--- src/cpu_cfg.svh ---
// cpu configuration, datapath widths, instruction store depth and flag/device numbering
`ifndef CPU_CFG_SVH
`define CPU_CFG_SVH

// datapath, program counter and instruction widths
`define CPU_DATA_W 8
`define CPU_PC_W 16
`define CPU_INSTR_W 48

// instruction store, only the low address bits of pc are decoded
`define CPU_ROM_DEPTH 256
`define CPU_ROM_AW 8

// general register bank and active-low target select lines
`define CPU_NUM_REGS 4
`define CPU_NUM_TDEV 16

// flag vector layout c z o n gt lt eq ne, c in the top bit
`define CPU_FLAG_W 8
`define CPU_FLAG_C 7
`define CPU_FLAG_Z 6
`define CPU_FLAG_O 5
`define CPU_FLAG_N 4
`define CPU_FLAG_GT 3
`define CPU_FLAG_LT 2
`define CPU_FLAG_EQ 1
`define CPU_FLAG_NE 0

`endif

--- src/cpu_pkg.sv ---
// cpu types, encodings for alu opcodes, conditions and bus/target devices
package cpu_pkg;

    // alu opcodes, instruction byte 6 bits 7..3
    // unlisted codes give a zero result
    typedef enum logic [4:0] {
        op_pass_a = 5'd0,
        op_pass_b = 5'd1,
        op_add    = 5'd2,
        op_sub    = 5'd3,
        op_and    = 5'd4,
        op_or     = 5'd5,
        op_xor    = 5'd6,
        op_not_a  = 5'd7,
        op_shl    = 5'd8,
        op_shr    = 5'd9,
        op_inc_a  = 5'd10,
        op_dec_a  = 5'd11
    } alu_op_e;

    // condition codes, 10 and up never execute
    typedef enum logic [3:0] {
        cond_always = 4'd0,
        cond_c      = 4'd1,
        cond_z      = 4'd2,
        cond_o      = 4'd3,
        cond_n      = 4'd4,
        cond_gt     = 4'd5,
        cond_lt     = 4'd6,
        cond_eq     = 4'd7,
        cond_ne     = 4'd8,
        cond_di     = 4'd9,
        cond_never  = 4'd10
    } cond_e;

    // a-bus source devices
    typedef enum logic [2:0] {
        dev_ra      = 3'd0,
        dev_rb      = 3'd1,
        dev_rc      = 3'd2,
        dev_rd      = 3'd3,
        dev_immed   = 3'd4,
        dev_addr_lo = 3'd5,
        dev_addr_hi = 3'd6,
        dev_zero    = 3'd7
    } adev_e;

    // b-bus uses the same numbering
    typedef adev_e bdev_e;

    // target devices, 6..15 select nothing
    typedef enum logic [3:0] {
        tdev_ra       = 4'd0,
        tdev_rb       = 4'd1,
        tdev_rc       = 4'd2,
        tdev_rd       = 4'd3,
        tdev_pc_jump  = 4'd4,
        tdev_port_out = 4'd5,
        tdev_nop      = 4'd6
    } tdev_e;

endpackage

--- src/alu.sv ---
// alu, combinational result per opcode plus the c z o n gt lt eq ne flag register
`include "cpu_cfg.svh"

module alu (
    input  logic                   clk,
    input  logic                   rst_n,
    input  logic                   run,
    input  cpu_pkg::alu_op_e       op,
    input  logic [`CPU_DATA_W-1:0] a_bus,
    input  logic [`CPU_DATA_W-1:0] b_bus,
    input  logic                   set_flags_n,
    output logic [`CPU_DATA_W-1:0] result,
    output logic [`CPU_FLAG_W-1:0] flags
);

    // one spare bit on top for carry/borrow
    logic [`CPU_DATA_W:0]   wide;
    logic                   carry;
    logic                   ovf;
    logic [`CPU_FLAG_W-1:0] flags_d;

    always_comb begin
        wide  = '0;
        carry = 1'b0;
        ovf   = 1'b0;
        case (op)
            cpu_pkg::op_pass_a: wide = {1'b0, a_bus};
            cpu_pkg::op_pass_b: wide = {1'b0, b_bus};
            cpu_pkg::op_add: begin
                wide  = {1'b0, a_bus} + {1'b0, b_bus};
                carry = wide[`CPU_DATA_W];
                // same-sign operands, sign flipped
                ovf   = (a_bus[`CPU_DATA_W-1] == b_bus[`CPU_DATA_W-1]) &&
                        (wide[`CPU_DATA_W-1] != a_bus[`CPU_DATA_W-1]);
            end
            cpu_pkg::op_sub: begin
                // top bit is the borrow
                wide  = {1'b0, a_bus} - {1'b0, b_bus};
                carry = wide[`CPU_DATA_W];
                ovf   = (a_bus[`CPU_DATA_W-1] != b_bus[`CPU_DATA_W-1]) &&
                        (wide[`CPU_DATA_W-1] != a_bus[`CPU_DATA_W-1]);
            end
            cpu_pkg::op_and:   wide = {1'b0, a_bus & b_bus};
            cpu_pkg::op_or:    wide = {1'b0, a_bus | b_bus};
            cpu_pkg::op_xor:   wide = {1'b0, a_bus ^ b_bus};
            cpu_pkg::op_not_a: wide = {1'b0, ~a_bus};
            cpu_pkg::op_shl: begin
                // msb falls out into carry
                wide  = {a_bus, 1'b0};
                carry = a_bus[`CPU_DATA_W-1];
            end
            cpu_pkg::op_shr: begin
                wide  = {2'b00, a_bus[`CPU_DATA_W-1:1]};
                carry = a_bus[0];
            end
            cpu_pkg::op_inc_a: wide = {1'b0, a_bus} + 1'b1;
            cpu_pkg::op_dec_a: wide = {1'b0, a_bus} - 1'b1;
            default:           wide = '0;
        endcase
    end

    assign result = wide[`CPU_DATA_W-1:0];

    // next flag values, compares are unsigned on the raw buses
    always_comb begin
        flags_d              = '0;
        flags_d[`CPU_FLAG_C]  = carry;
        flags_d[`CPU_FLAG_Z]  = (result == '0);
        flags_d[`CPU_FLAG_O]  = ovf;
        flags_d[`CPU_FLAG_N]  = result[`CPU_DATA_W-1];
        flags_d[`CPU_FLAG_GT] = (a_bus > b_bus);
        flags_d[`CPU_FLAG_LT] = (a_bus < b_bus);
        flags_d[`CPU_FLAG_EQ] = (a_bus == b_bus);
        flags_d[`CPU_FLAG_NE] = (a_bus != b_bus);
    end

    // loads regardless of the condition outcome
    always_ff @(posedge clk or negedge rst_n) begin
        if (!rst_n) begin
            flags <= '0;
        end else if (run && !set_flags_n) begin
            flags <= flags_d;
        end
    end

endmodule

--- config.mk ---
export PLATFORM = sky130hd
export DESIGN_NAME = alu
export DESIGN_NICKNAME = d
export VERILOG_FILES = /design/src/cpu_pkg.sv /design/src/alu.sv
export VERILOG_INCLUDE_DIRS = /design/src
export SDC_FILE = /design/constraint.sdc
export NUM_CORES = 1
export LEC_CHECK = 0
export BUFFER_PORTS_ARGS = -buffer_cell sky130_fd_sc_hd__buf_4
export CORE_ASPECT_RATIO = 1.75
export CORE_MARGIN = 2
export CORE_UTILIZATION = 29
export CTS_BUF_LIST = sky130_fd_sc_hd__clkbuf_8
export CTS_CLUSTER_SIZE = 30
export DETAILED_ROUTE_END_ITERATION = 8
export SYNTH_ARGS = -nofsm -noshare
export SYNTH_HDL_FRONTEND = slang
export SYNTH_SLANG_ARGS = --single-unit
--- constraint.sdc ---
create_clock -name clk -period 4.55 [get_ports clk]
set_clock_uncertainty 0.15 [all_clocks]
set_input_delay 0.455 -clock clk [delete_from_list [all_inputs] [get_ports clk]]
set_output_delay 0.455 -clock clk [all_outputs]
set_load 0.005 [all_outputs]
; Yosys cells after proc, flatten, opt, wreduce, memory -nomap -nowiden
; Cells that the tools add are included.
[totals]
ff_bits = 8
output_inout_bits = 16
word_cells = 37
[classes]
bitwise_logic = 4
n_eq_ne = 17
addsub = 4
n_lt_le_gt_ge = 2
n_reduce_logical = 6
mux = 3
[ops]
columns = op, n
row1 = $pmux W8 S12, 1
row2 = $eq A5 B3 Y1 const B, 4
row3 = $eq A5 B4 Y1 const B, 4
row4 = $eq A5 B2 Y1 const B, 2
row5 = $add A8 B8 Y9, 1
row6 = $sub A8 B8 Y9, 1
row7 = $add A8 B1 Y8 const B, 1
row8 = $and A8 B8 Y8, 1
row9 = $eq A8 B8 Y1, 1
row10 = $gt A8 B8 Y1, 1
row11 = $logic_not A8 Y1, 1
row12 = $lt A8 B8 Y1, 1
row13 = $ne A8 B8 Y1, 1
row14 = $not A8 Y8, 1
row15 = $or A8 B8 Y8, 1
row16 = $sub A8 B1 Y8 const B, 1
row17 = $xor A8 B8 Y8, 1
row18 = $eq A5 B1 Y1 const B, 1
row19 = $logic_not A5 Y1, 1
row20 = $pmux W1 S4, 1
row21 = $logic_and A1 B1 Y1, 3
row22 = $ne A1 B1 Y1, 3
row23 = $pmux W1 S2, 1
row24 = $eq A1 B1 Y1, 1
row25 = $logic_not A1 Y1, 1

; Longest topological paths before layout
; Gate-level depths: netlist (run 1).
[logic_depth]
depth_word = 4
depth_mapped = 13
ltp_nobuf = 11

; Worst setup path after synthesis (run 1)
; No wires, ideal clock.
[synth_timing]
path_kind = input port to output port
from = in op[0]
to = out result[5]
stages = 10
n_path_buf = 3
path_slack_ps = 1239
arrival_time_ps = 2706
path_cell_list = buf_4 -> buf_4 -> buf_2 -> and2_1 -> ha_1 -> and3_1 -> a2111oi_2 -> xor2_1 -> o2111ai_1 -> or3_1
[synth_between]
elab_chain_cells = 2
[synth_rtl]
columns = element, line
row1 = start: declaration, alu.sv:8  ; input cpu_pkg::alu_op_e op,
row2 = "$eq A5 B4 Y1, or another cell as far along", alu.sv:26  ; case (op)
row3 = $pmux W8 S12 (*), alu.sv:26
row4 = end: declaration, alu.sv:12  ; output logic [`CPU_DATA_W-1:0] result,
; Mark *: on every way between the ends. The rest lies on a longest branch, timed or not.

; Final worst setup path (run 1)
[layout_timing]
from = in op[1]
to = out result[5]
; Same word-level chain as after synthesis.

==> results of run 1 <==
-- per-layer routing --
layer / track usage / share of wire / up-vias
li1: - / - / 1178
met1: 0.195 / 0.37 / 1140
met2: 0.344 / 0.54 / 77
met3: 0.0123 / 0.035 / 24
met4: 0.0955 / 0.050 / 0
met5: 0 / 0 / -
-- repair_timing --
item / in CTS / in global routing
hold buffers: 1 / 0
hold endpoints to repair: 8 / 0
gates resized for setup: 0 / 0
-- power groups by stage --
stage / Combinational [mW] / Clock, mW / Sequential (mW)
finish: 0.252 / 0.0848 / 0.0857
global route: 0.277 / 0.0902 / 0.0871
CTS: 0.251 / 0.0860 / 0.0858
detailed placement: 0.249 / 0 / 0.0868
global placement: 0.247 / 0 / 0.0864
floorplan: 0.157 / 0 / 0.0873
-- per-stage QoR --
stage / hold slack, ns / std cells / instance area [um^2] / setup WS [ns]
after floorplan: 0.00941 / 302 / 2330 / 1.24
after global placement: 0.126 / 410 / 2620 / 0.800
after detailed placement: 0.128 / 410 / 2620 / 0.775
after CTS: 0.330 / 414 / 2670 / 0.764
after global routing: 0.359 / 414 / 2670 / 0.557
final: 0.326 / 414 / 2670 / 0.747
-- layout make-up --
| cell class | instances | area share |
|---|---|---|
| timing repair buffer | 42 | 0.119 |
| clock buffer | 3 | 0.0155 |
| inverter | 21 | 0.0295 |
| tap | 90 | 0.0422 |
| multi-input combinational | 250 | 0.719 |
| sequential | 8 | 0.0750 |
-- cell usage in the layout, fill, tap and decap left out, types with 6 or more instances in the layout --
cell      instances
a211oi_1          8
a21o_1            6
a21oi_1          12
a22oi_1           7
and3_1            7
buf_4            41
dfrtp_1           8
ha_1             30
inv_1            21
mux2i_1           6
nand2_1          15
nor2_1           22
nor3_1           10
nor4_1           10
o21ai_0          11
xnor2_1           8
-- worst min-delay path, cell delays in order, from the launching register on --
cell and delay [ns]:
dfrtp_1 0.33, nand2_1 0.05, o21ai_0 0.06
-- kinds of logic after synthesis --
group / after synthesis / synth area share
simple gates: 113 / 0.287
buf+inv: 44 / 0.0908
xor+xnor: 11 / 0.0414
mux: 8 / 0.0355
compound gates: 85 / 0.272
fa+ha+maj: 33 / 0.187
flops: 8 / 0.0860
-- worst max-delay path by stage --
| stage | startpoint | depth (start not counted) | slack, ns | end |
|---|---|---|---|---|
| after floorplan | op[0] | 10 | 1.24 | result[5] |
| after global placement | op[2] | 10 | 0.80 | result[5] |
| after detailed placement | op[1] | 10 | 0.77 | result[5] |
| after CTS | op[1] | 10 | 0.76 | result[5] |
| after global routing | op[1] | 10 | 0.56 | result[5] |
| final | op[1] | 10 | 0.75 | result[5] |
==> out/metrics.cfg, run 1 <==
[die]
core_area_um2 = 7860
start_util = 0.296
fp-row-count = 43
die-area_um2 = 8790
io_pins = 41
die_w_um = 71.7
die_h_um = 123

[sta]
setup_viol = 0
relSlewSlack = 0.521
timing.final.crit_share = 0.836
slew_viol_final = 0
max_freq_ghz = 0.263
finalSetupTns_ns = 0
finalCriticalPeriod_ns = 3.80
rsz0062_at_grt = no
finalHoldViolCount = 0
worstMarginPinSlew_ns = 0.701

[place]
dp_hpwl_um = 6260
portBuffers = 40
place.gp.congestion = 0.902

[clock_tree]
cts-root-buf = clkbuf_8
cts.sinks = 8
cts_made_buffers = 3
cts_tree = yes
ctsLongestPathBuffers = 2
htree_levels = 1
path_clk_slew_ns = 0.04
post_cts.repair.setup_buffers = 0
clock_latency_ns = 0.23

[power]
p_leak_nw = 1.23
p_per_area_nw_per_um2 = 158
intPower_mw = 0.250
total_power_mw = 0.423
seq_power_share = 0.203
switching_share = 0.409
peakVddDrop_mv = 0.0571
power_frac_clock = 0.201
p_comb_frac = 0.597
p_switching_mw = 0.173

[detailed_routing]
antenna_left = 0
drc = 0
viasPerCell = 5.84
route.detailed.wl_per_inst_um = 18.7
drtIter0Drc = 165
wl_um = 7730
vias = 2419
drt-pass1-iter-count = 5

[final_layout]
ff_latch_area_um2 = 200
drive_above_1_share = 0.170
fillers = 869
largest_register_ffs = 8
n_antenna_cell = 0
regMostFlops = flags
reg_top3 = flags x8
final_util = 0.340
area_growth_syn_to_layout_pct = 14.6
fin_nets = 384
multi_input_area_um2 = 1920

[logic_synthesis]
avgSynthCellArea_um2 = 7.71
seq_area_frac_synth = 0.0860
synth_cells = 302
synth_area_leaders = ha_1 16%, dfrtp_1 8.6%, nor2_1 3.5%
synth_top_area_share = 0.161
synth_largest_area_cell = ha_1
synth_most_common_cell = ha_1
synth_nets = 360
synthFlopType = dfrtp_1
ys_types = 65
synth_edf_count = 0
yosysWarningCount = 0
ys_ff_latch = 8
syn_area_um2 = 2330
synth_commonest_cells = 30 x ha_1, 22 x nor2_1, 21 x inv_1, 15 x nand2_1, 12 x a21oi_1
async_flop_share = 1.00

[setup_path]
path_cells = buf_4, and4bb_2, and2_1, ha_1, and3_1, a2111oi_2, xor2_1, o2111ai_1, or3_1, buf_4
cp-end-kind = output pin
reg2reg_from = flags[7]
reg2reg_to = flags[7]
slowest_stage = a2111oi_2
slowest_delay_ns = 0.42
worstRegToRegCells = 1
path_buf_inv = 2
path_max_fanout = 23
setup.worst_path.start_class = input port
critPathKind = input port to output pin
required_ns = 3.94
r2r_slack_ns = 3.70
crit_top_cell = buf_4
cp_top_family = simple AND/OR/NAND/NOR gates
arrival_ns = 3.20

[worst_hold_path]
min_from = flags[2]
min_path_type = flop to flop
hold-path-endpoint = flags[2]
min_path_cells = 2

[global_routing]
grt_pass1_wl_um = 12600
grt_pass1_vias = 2441
antenna_found_initial = 0
grt_usage = 0.182
grt_max_degree = 43
grt_overflow = 0

[run_status]
status = finished clean

[run]
maxCapViolCount = 0

Note: power is estimated with default switching activity, not from simulation.
==> inputs of run 2 (changes only) <==
--- a/config.mk
+++ b/config.mk
@@ -6,6 +6,7 @@
 export SDC_FILE = /design/constraint.sdc
 export NUM_CORES = 1
 export LEC_CHECK = 0
+export ABC_AREA = 1
 export BUFFER_PORTS_ARGS = -buffer_cell sky130_fd_sc_hd__buf_4
 export CORE_ASPECT_RATIO = 1.75
 export CORE_MARGIN = 2
==> constraint.sdc (replaced) <==
create_clock -name clk -period 3.3 [get_ports clk]
set_clock_uncertainty 0.15 [all_clocks]
set_input_delay 0.33 -clock clk [delete_from_list [all_inputs] [get_ports clk]]
set_output_delay 0.33 -clock clk [all_outputs]
set_load 0.005 [all_outputs]
==> out/metrics.cfg, run 2 <==
[detailed_routing]
antenna_left = 0  ; unchanged
drc = 0  ; unchanged
drt-pass1-iter-count = 7  ; +2
wl_um = 8950  ; +16%
vias = 3008  ; +24%
route.detailed.wl_per_inst_um = 14.8  ; -21%
drtIter0Drc = 203  ; +23%
viasPerCell = 4.96  ; -15%

[place]
place.gp.congestion = 1.01  ; +12%
portBuffers = 40  ; unchanged
dp_hpwl_um = 7620  ; +22%

[die]
die_h_um = 127  ; +3.2%
die-area_um2 = 9360  ; +6.5%
core_area_um2 = 8310  ; +5.8%
io_pins = 41  ; unchanged
fp-row-count = 44  ; +2.3%
die_w_um = 74.0  ; +3.2%
start_util = 0.299  ; +0.00279

[sta]
timing.final.crit_share = 0.859
rsz0062_at_grt = no
worstMarginPinSlew_ns = 0.604  ; -0.0969 ns
slew_viol_final = 0  ; unchanged
setup_viol = 0  ; unchanged
finalHoldViolCount = 0  ; unchanged
max_freq_ghz = 0.353
relSlewSlack = 0.596  ; +0.0752
finalCriticalPeriod_ns = 2.83
finalSetupTns_ns = 0  ; unchanged

[logic_synthesis]
synth_commonest_cells = 149 x nand2_1, 63 x inv_1, 61 x nand3_1, 53 x nor2_1, 30 x ha_1
ys_types = 33  ; -49%
syn_area_um2 = 2490  ; +6.8%
synth_cells = 452  ; +50%
synthFlopType = dfrtp_1
synth_top_area_share = 0.225  ; +0.0636
synth_edf_count = 0  ; unchanged
ys_ff_latch = 8  ; unchanged
yosysWarningCount = 0  ; unchanged
synth_most_common_cell = nand2_1
avgSynthCellArea_um2 = 5.50  ; -29%
async_flop_share = 1.00  ; unchanged
synth_nets = 510  ; +42%
seq_area_frac_synth = 0.0805  ; -0.00549
synth_area_leaders = nand2_1 22%, ha_1 15%, nand3_1 12%
synth_largest_area_cell = nand2_1

[global_routing]
grt_pass1_vias = 2991  ; +23%
grt_usage = 0.195  ; +0.0134
grt_overflow = 0  ; unchanged
grt_max_degree = 19  ; -56%
antenna_found_initial = 0  ; unchanged
grt_pass1_wl_um = 14200  ; +13%

[clock_tree]
path_clk_slew_ns = 0.04  ; about the same
cts-root-buf = clkbuf_8
cts_tree = yes
ctsLongestPathBuffers = 2  ; unchanged
cts_made_buffers = 3  ; unchanged
clock_latency_ns = 0.22  ; about the same
htree_levels = 1  ; unchanged
ctsResizeCount = 0  ; unchanged
cts.sinks = 8  ; unchanged

[setup_path]
setup.worst_path.start_class = input port
cp-end-kind = output pin
path_max_fanout = 12  ; -48%
arrival_ns = 2.35  ; -0.85 ns
critPathKind = input port to output pin
required_ns = 2.82  ; -1.12 ns

[final_layout]
regMostFlops = flags
fin_nets = 551  ; +43%
reg_top3 = flags x8
layout_commonest_cell = nand2_1
final_cell_mix = 149 x nand2_1, 63 x inv_1, 61 x nand3_1
n_antenna_cell = 0  ; unchanged
largest_register_ffs = 8  ; unchanged
fillers = 943  ; +8.5%
area_growth_syn_to_layout_pct = 18.5
drive_above_1_share = 0.130  ; -0.0394

[power]
total_power_mw = 0.592  ; +40%
p_per_area_nw_per_um2 = 201  ; +27%
peakVddDrop_mv = 0.0972  ; +70%
p_leak_nw = 1.69  ; +37%

[run]
maxCapViolCount = 0  ; unchanged

[worst_hold_path]
min_path_type = input port to asynchronous set/reset pin

[run_status]
status = finished clean

-- run 2: routing by layer --
metal  up-vias  global-route usage  part of all wire
met1      1337               0.190              0.35
met4         0               0.136             0.073
li1       1523                   -                 -
met5         -                   0                 0
met2       105               0.370              0.54
met3        43             0.00874             0.037
-- run 2: worst paths after layout --
kind	start	end	slack [ns]	depth (start not counted)
setup reg to reg	flags[3]	flags[3]	2.42	3
hold reg to reg	flags[2]	flags[2]	0.32	2
setup / recovery	op[4]	result[6]	0.47	15
hold / removal	rst_n	flags[7]	0.31	2
max in group asynchronous	rst_n	flags[2]	2.56	2
min in group clk	flags[2]	flags[2]	0.32	2
-- run 2: logic make-up (layout without fill, tap and decap cells) --
kind of cell,Yosys count,after routing,share of synthesized area
xor+xnor,3,3,0.0106
simple gates,306,306,0.547
fa+ha+maj,33,33,0.175
buf+inv,78,117,0.130
flops,8,8,0.0805
compound gates,24,24,0.0563
-- run 2: area by class of cell --
cell class	count	area, um^2	share of cell area
flip-flops and latches	8	200	0.0679
inverters	69	259	0.0879
well taps	115	144	0.0488
clock buffers	3	41.3	0.0140
multi-input cells	366	1960	0.666
repair buffers	45	340	0.115
-- run 2: worst max-delay path, cell delays in order --
cell	delay (ns)
buf_4	0.14
inv_2	0.16
nand3_2	0.13
nor2_1	0.11
buf_4	0.17
ha_1	0.28
a21oi_1	0.19
nand2_1	0.09
nand3_1	0.10
nand3b_1	0.08
nand3_1	0.09
nand3_1	0.09
nor2_1	0.20
inv_1	0.06
buf_4	0.13
-- run 2: per-stage QoR --
stage | utilization | cells | setup slack, ns | area, um^2 | hold WS (ns)
after floorplan | - | 452 | 0.792 | 2490 | -0.116
after global placement | 0.348 | 602 | 0.521 | 2900 | 0.00265
after detailed placement | 0.348 | 602 | 0.464 | 2900 | 0.00371
after CTS | 0.355 | 606 | 0.467 | 2950 | 0.308
after global routing | 0.355 | 606 | 0.216 | 2950 | 0.328
final | 0.355 | 606 | 0.465 | 2950 | 0.308
-- run 2: repair_timing --
action	in CTS	in global routing
buffers inserted	0	0
hold endpoints to repair	8	0
hold buffers	1	0
-- run 2: power by group --
group	switching, mW	total (mW)	internal, mW	leakage (nW)
logic	0.224	0.358	0.134	1.56
clock network	0.0373	0.116	0.0789	0.0216
registers	0.00643	0.118	0.112	0.101
==> inputs of run 3 (changes only) <==
--- a/config.mk
+++ b/config.mk
@@ -8,12 +8,12 @@
 export LEC_CHECK = 0
 export ABC_AREA = 1
 export BUFFER_PORTS_ARGS = -buffer_cell sky130_fd_sc_hd__buf_4
-export CORE_ASPECT_RATIO = 1.75
 export CORE_MARGIN = 2
 export CORE_UTILIZATION = 29
 export CTS_BUF_LIST = sky130_fd_sc_hd__clkbuf_8
 export CTS_CLUSTER_SIZE = 30
 export DETAILED_ROUTE_END_ITERATION = 8
+export REMOVE_ABC_BUFFERS = 1
 export SYNTH_ARGS = -nofsm -noshare
 export SYNTH_HDL_FRONTEND = slang
 export SYNTH_SLANG_ARGS = --single-unit
==> out/metrics.cfg, run 3 (synthesis results as in run 2) <==
[final_layout]
fin_nets = 550  ; -0.18%
final_cell_mix = 149 x nand2_1, 63 x inv_1, 61 x nand3_1
drive_above_1_share = 0.129  ; -0.00177
reg_top3 = flags x8
n_antenna_cell = 0  ; unchanged
fillers = 939  ; -0.42%
largest_register_ffs = 8  ; unchanged
area_growth_syn_to_layout_pct = 17.7
layout_commonest_cell = nand2_1
regMostFlops = flags

[setup_path]
slowest_delay_ns = 0.28  ; about the same
slowest_stage = ha_1
path_max_fanout = 12  ; unchanged
arrival_ns = 2.33  ; -0.02 ns
cp-end-kind = output pin
cp_top_family = simple AND/OR/NAND/NOR gates
setup.worst_path.start_class = input port
path_cells = buf_4, inv_2, nand3_2, nor2_1, buf_4, ha_1, a21oi_1, nand2_1, nand3_1, nand3b_1, nand3_1, nand3_1, nor2_1, inv_1, buf_4
required_ns = 2.82  ; about the same
critPathKind = input port to output pin
crit_cells = 15  ; unchanged
worstRegToRegCells = 3  ; unchanged
path_buf_inv = 5  ; unchanged

[detailed_routing]
antenna_left = 0  ; unchanged
viasPerCell = 4.97  ; about the same
drt-pass1-iter-count = 4  ; -3
wl_um = 8490  ; -5.1%
route.detailed.wl_per_inst_um = 14.3  ; -3.3%
drtIter0Drc = 214  ; +5.4%
drc = 0  ; unchanged
vias = 2956  ; -1.7%

[clock_tree]
cts_tree = yes
clock_latency_ns = 0.23  ; about the same
cts_made_buffers = 3  ; unchanged
cts.sinks = 8  ; unchanged
path_clk_slew_ns = 0.04  ; about the same
htree_levels = 1  ; unchanged
ctsLongestPathBuffers = 2  ; unchanged
cts-root-buf = clkbuf_8

[sta]
finalCriticalPeriod_ns = 2.81  ; -0.0276 ns
slew_viol_final = 0  ; unchanged
timing.final.crit_share = 0.851  ; -0.00835
rsz0062_at_grt = no
max_freq_ghz = 0.356  ; +0.98%
finalHoldViolCount = 0  ; unchanged
setup_ws_ns = 0.493  ; +0.0276 ns
setup_viol = 0  ; unchanged
finalSetupTns_ns = 0  ; unchanged
worstMarginPinSlew_ns = 0.593  ; -0.0105 ns
relSlewSlack = 0.603  ; +0.00702

[global_routing]
grt_overflow = 0  ; unchanged
grt_max_degree = 19  ; unchanged
grt_pass1_wl_um = 14300  ; +0.25%
antenna_found_initial = 0  ; unchanged
grt_pass1_vias = 2852  ; -4.6%
grt_usage = 0.181  ; -0.0139

[die]
die_h_um = 96.6  ; -24%
fp-row-count = 33  ; -25%
io_pins = 41  ; unchanged
die_w_um = 96.6  ; +31%
start_util = 0.301  ; +0.00199
core_area_um2 = 8260  ; -0.66%
die-area_um2 = 9330  ; -0.31%

[power]
total_power_mw = 0.590  ; -0.48%
peakVddDrop_mv = 0.0961  ; -1.1%
p_per_area_nw_per_um2 = 201  ; +0.20%
p_leak_nw = 1.68  ; -0.30%

[place]
place.gp.congestion = 0.923  ; -8.3%
portBuffers = 40  ; unchanged
dp_hpwl_um = 7070  ; -7.1%
pre_cts_ws_ns = 0.467  ; +0.00308 ns

[run_status]
status = finished clean

[run]
maxCapViolCount = 0  ; unchanged

[worst_hold_path]
min_path_type = input port to asynchronous set/reset pin

==> run 3: cell types whose count changed in the layout (fill, tap and decap cells not counted) <==
cell and delta:
buf_4 -1
==> run 3: power breakdown <==
part / total, mW / switching, mW / internal [mW]
Clock: 0.119 / 0.0396 / 0.0791
Combinational: 0.352 / 0.218 / 0.133
Sequential: 0.119 / 0.00719 / 0.112
Total: 0.590 / 0.265 / 0.324
==> run 3: worst paths after layout <==
kind	end	slack [ns]	startpoint
max	result[6]	0.49	op[4]
min	flags[0]	0.31	rst_n
min in group clk	flags[4]	0.31	set_flags_n
min reg2reg	flags[4]	0.33	flags[4]
max reg2reg	flags[3]	2.38	flags[3]
max in group asynchronous	flags[7]	2.56	rst_n
==> run 3: layer usage <==
metal  wire length, um  GRT usage
met1              3790      0.241
met2              3960      0.309
met3               551     0.0246
met4               200     0.0455
met5                 0          0
==> run 3: area by class of cell <==
type,instances,area (um^2),share of cell area
tap,105,131,0.0449
multi-input combinational,366,1960,0.671
clock buffer,3,41.3,0.0141
sequential,8,200,0.0684
timing repair buffer,44,333,0.114
inverter,69,259,0.0885
==> run 3: timing repair <==
item                                   CTS  global route
hold buffers                             1             0
resized for setup                        0             0
buffers inserted                         0             0
endpoints found under the hold margin    8             0
==> run 3: through the flow <==
stage / util / hold WS (ns) / cell area (um^2) / cells
2_1_floorplan: - / -0.116 / 2420 / 443
3_3_place_gp: 0.348 / 0.00346 / 2880 / 591
3_5_place_dp: 0.348 / 0.00446 / 2880 / 591
4_1_cts: 0.355 / 0.304 / 2930 / 595
5_1_grt: 0.355 / 0.338 / 2930 / 595
6_report: 0.355 / 0.310 / 2930 / 595
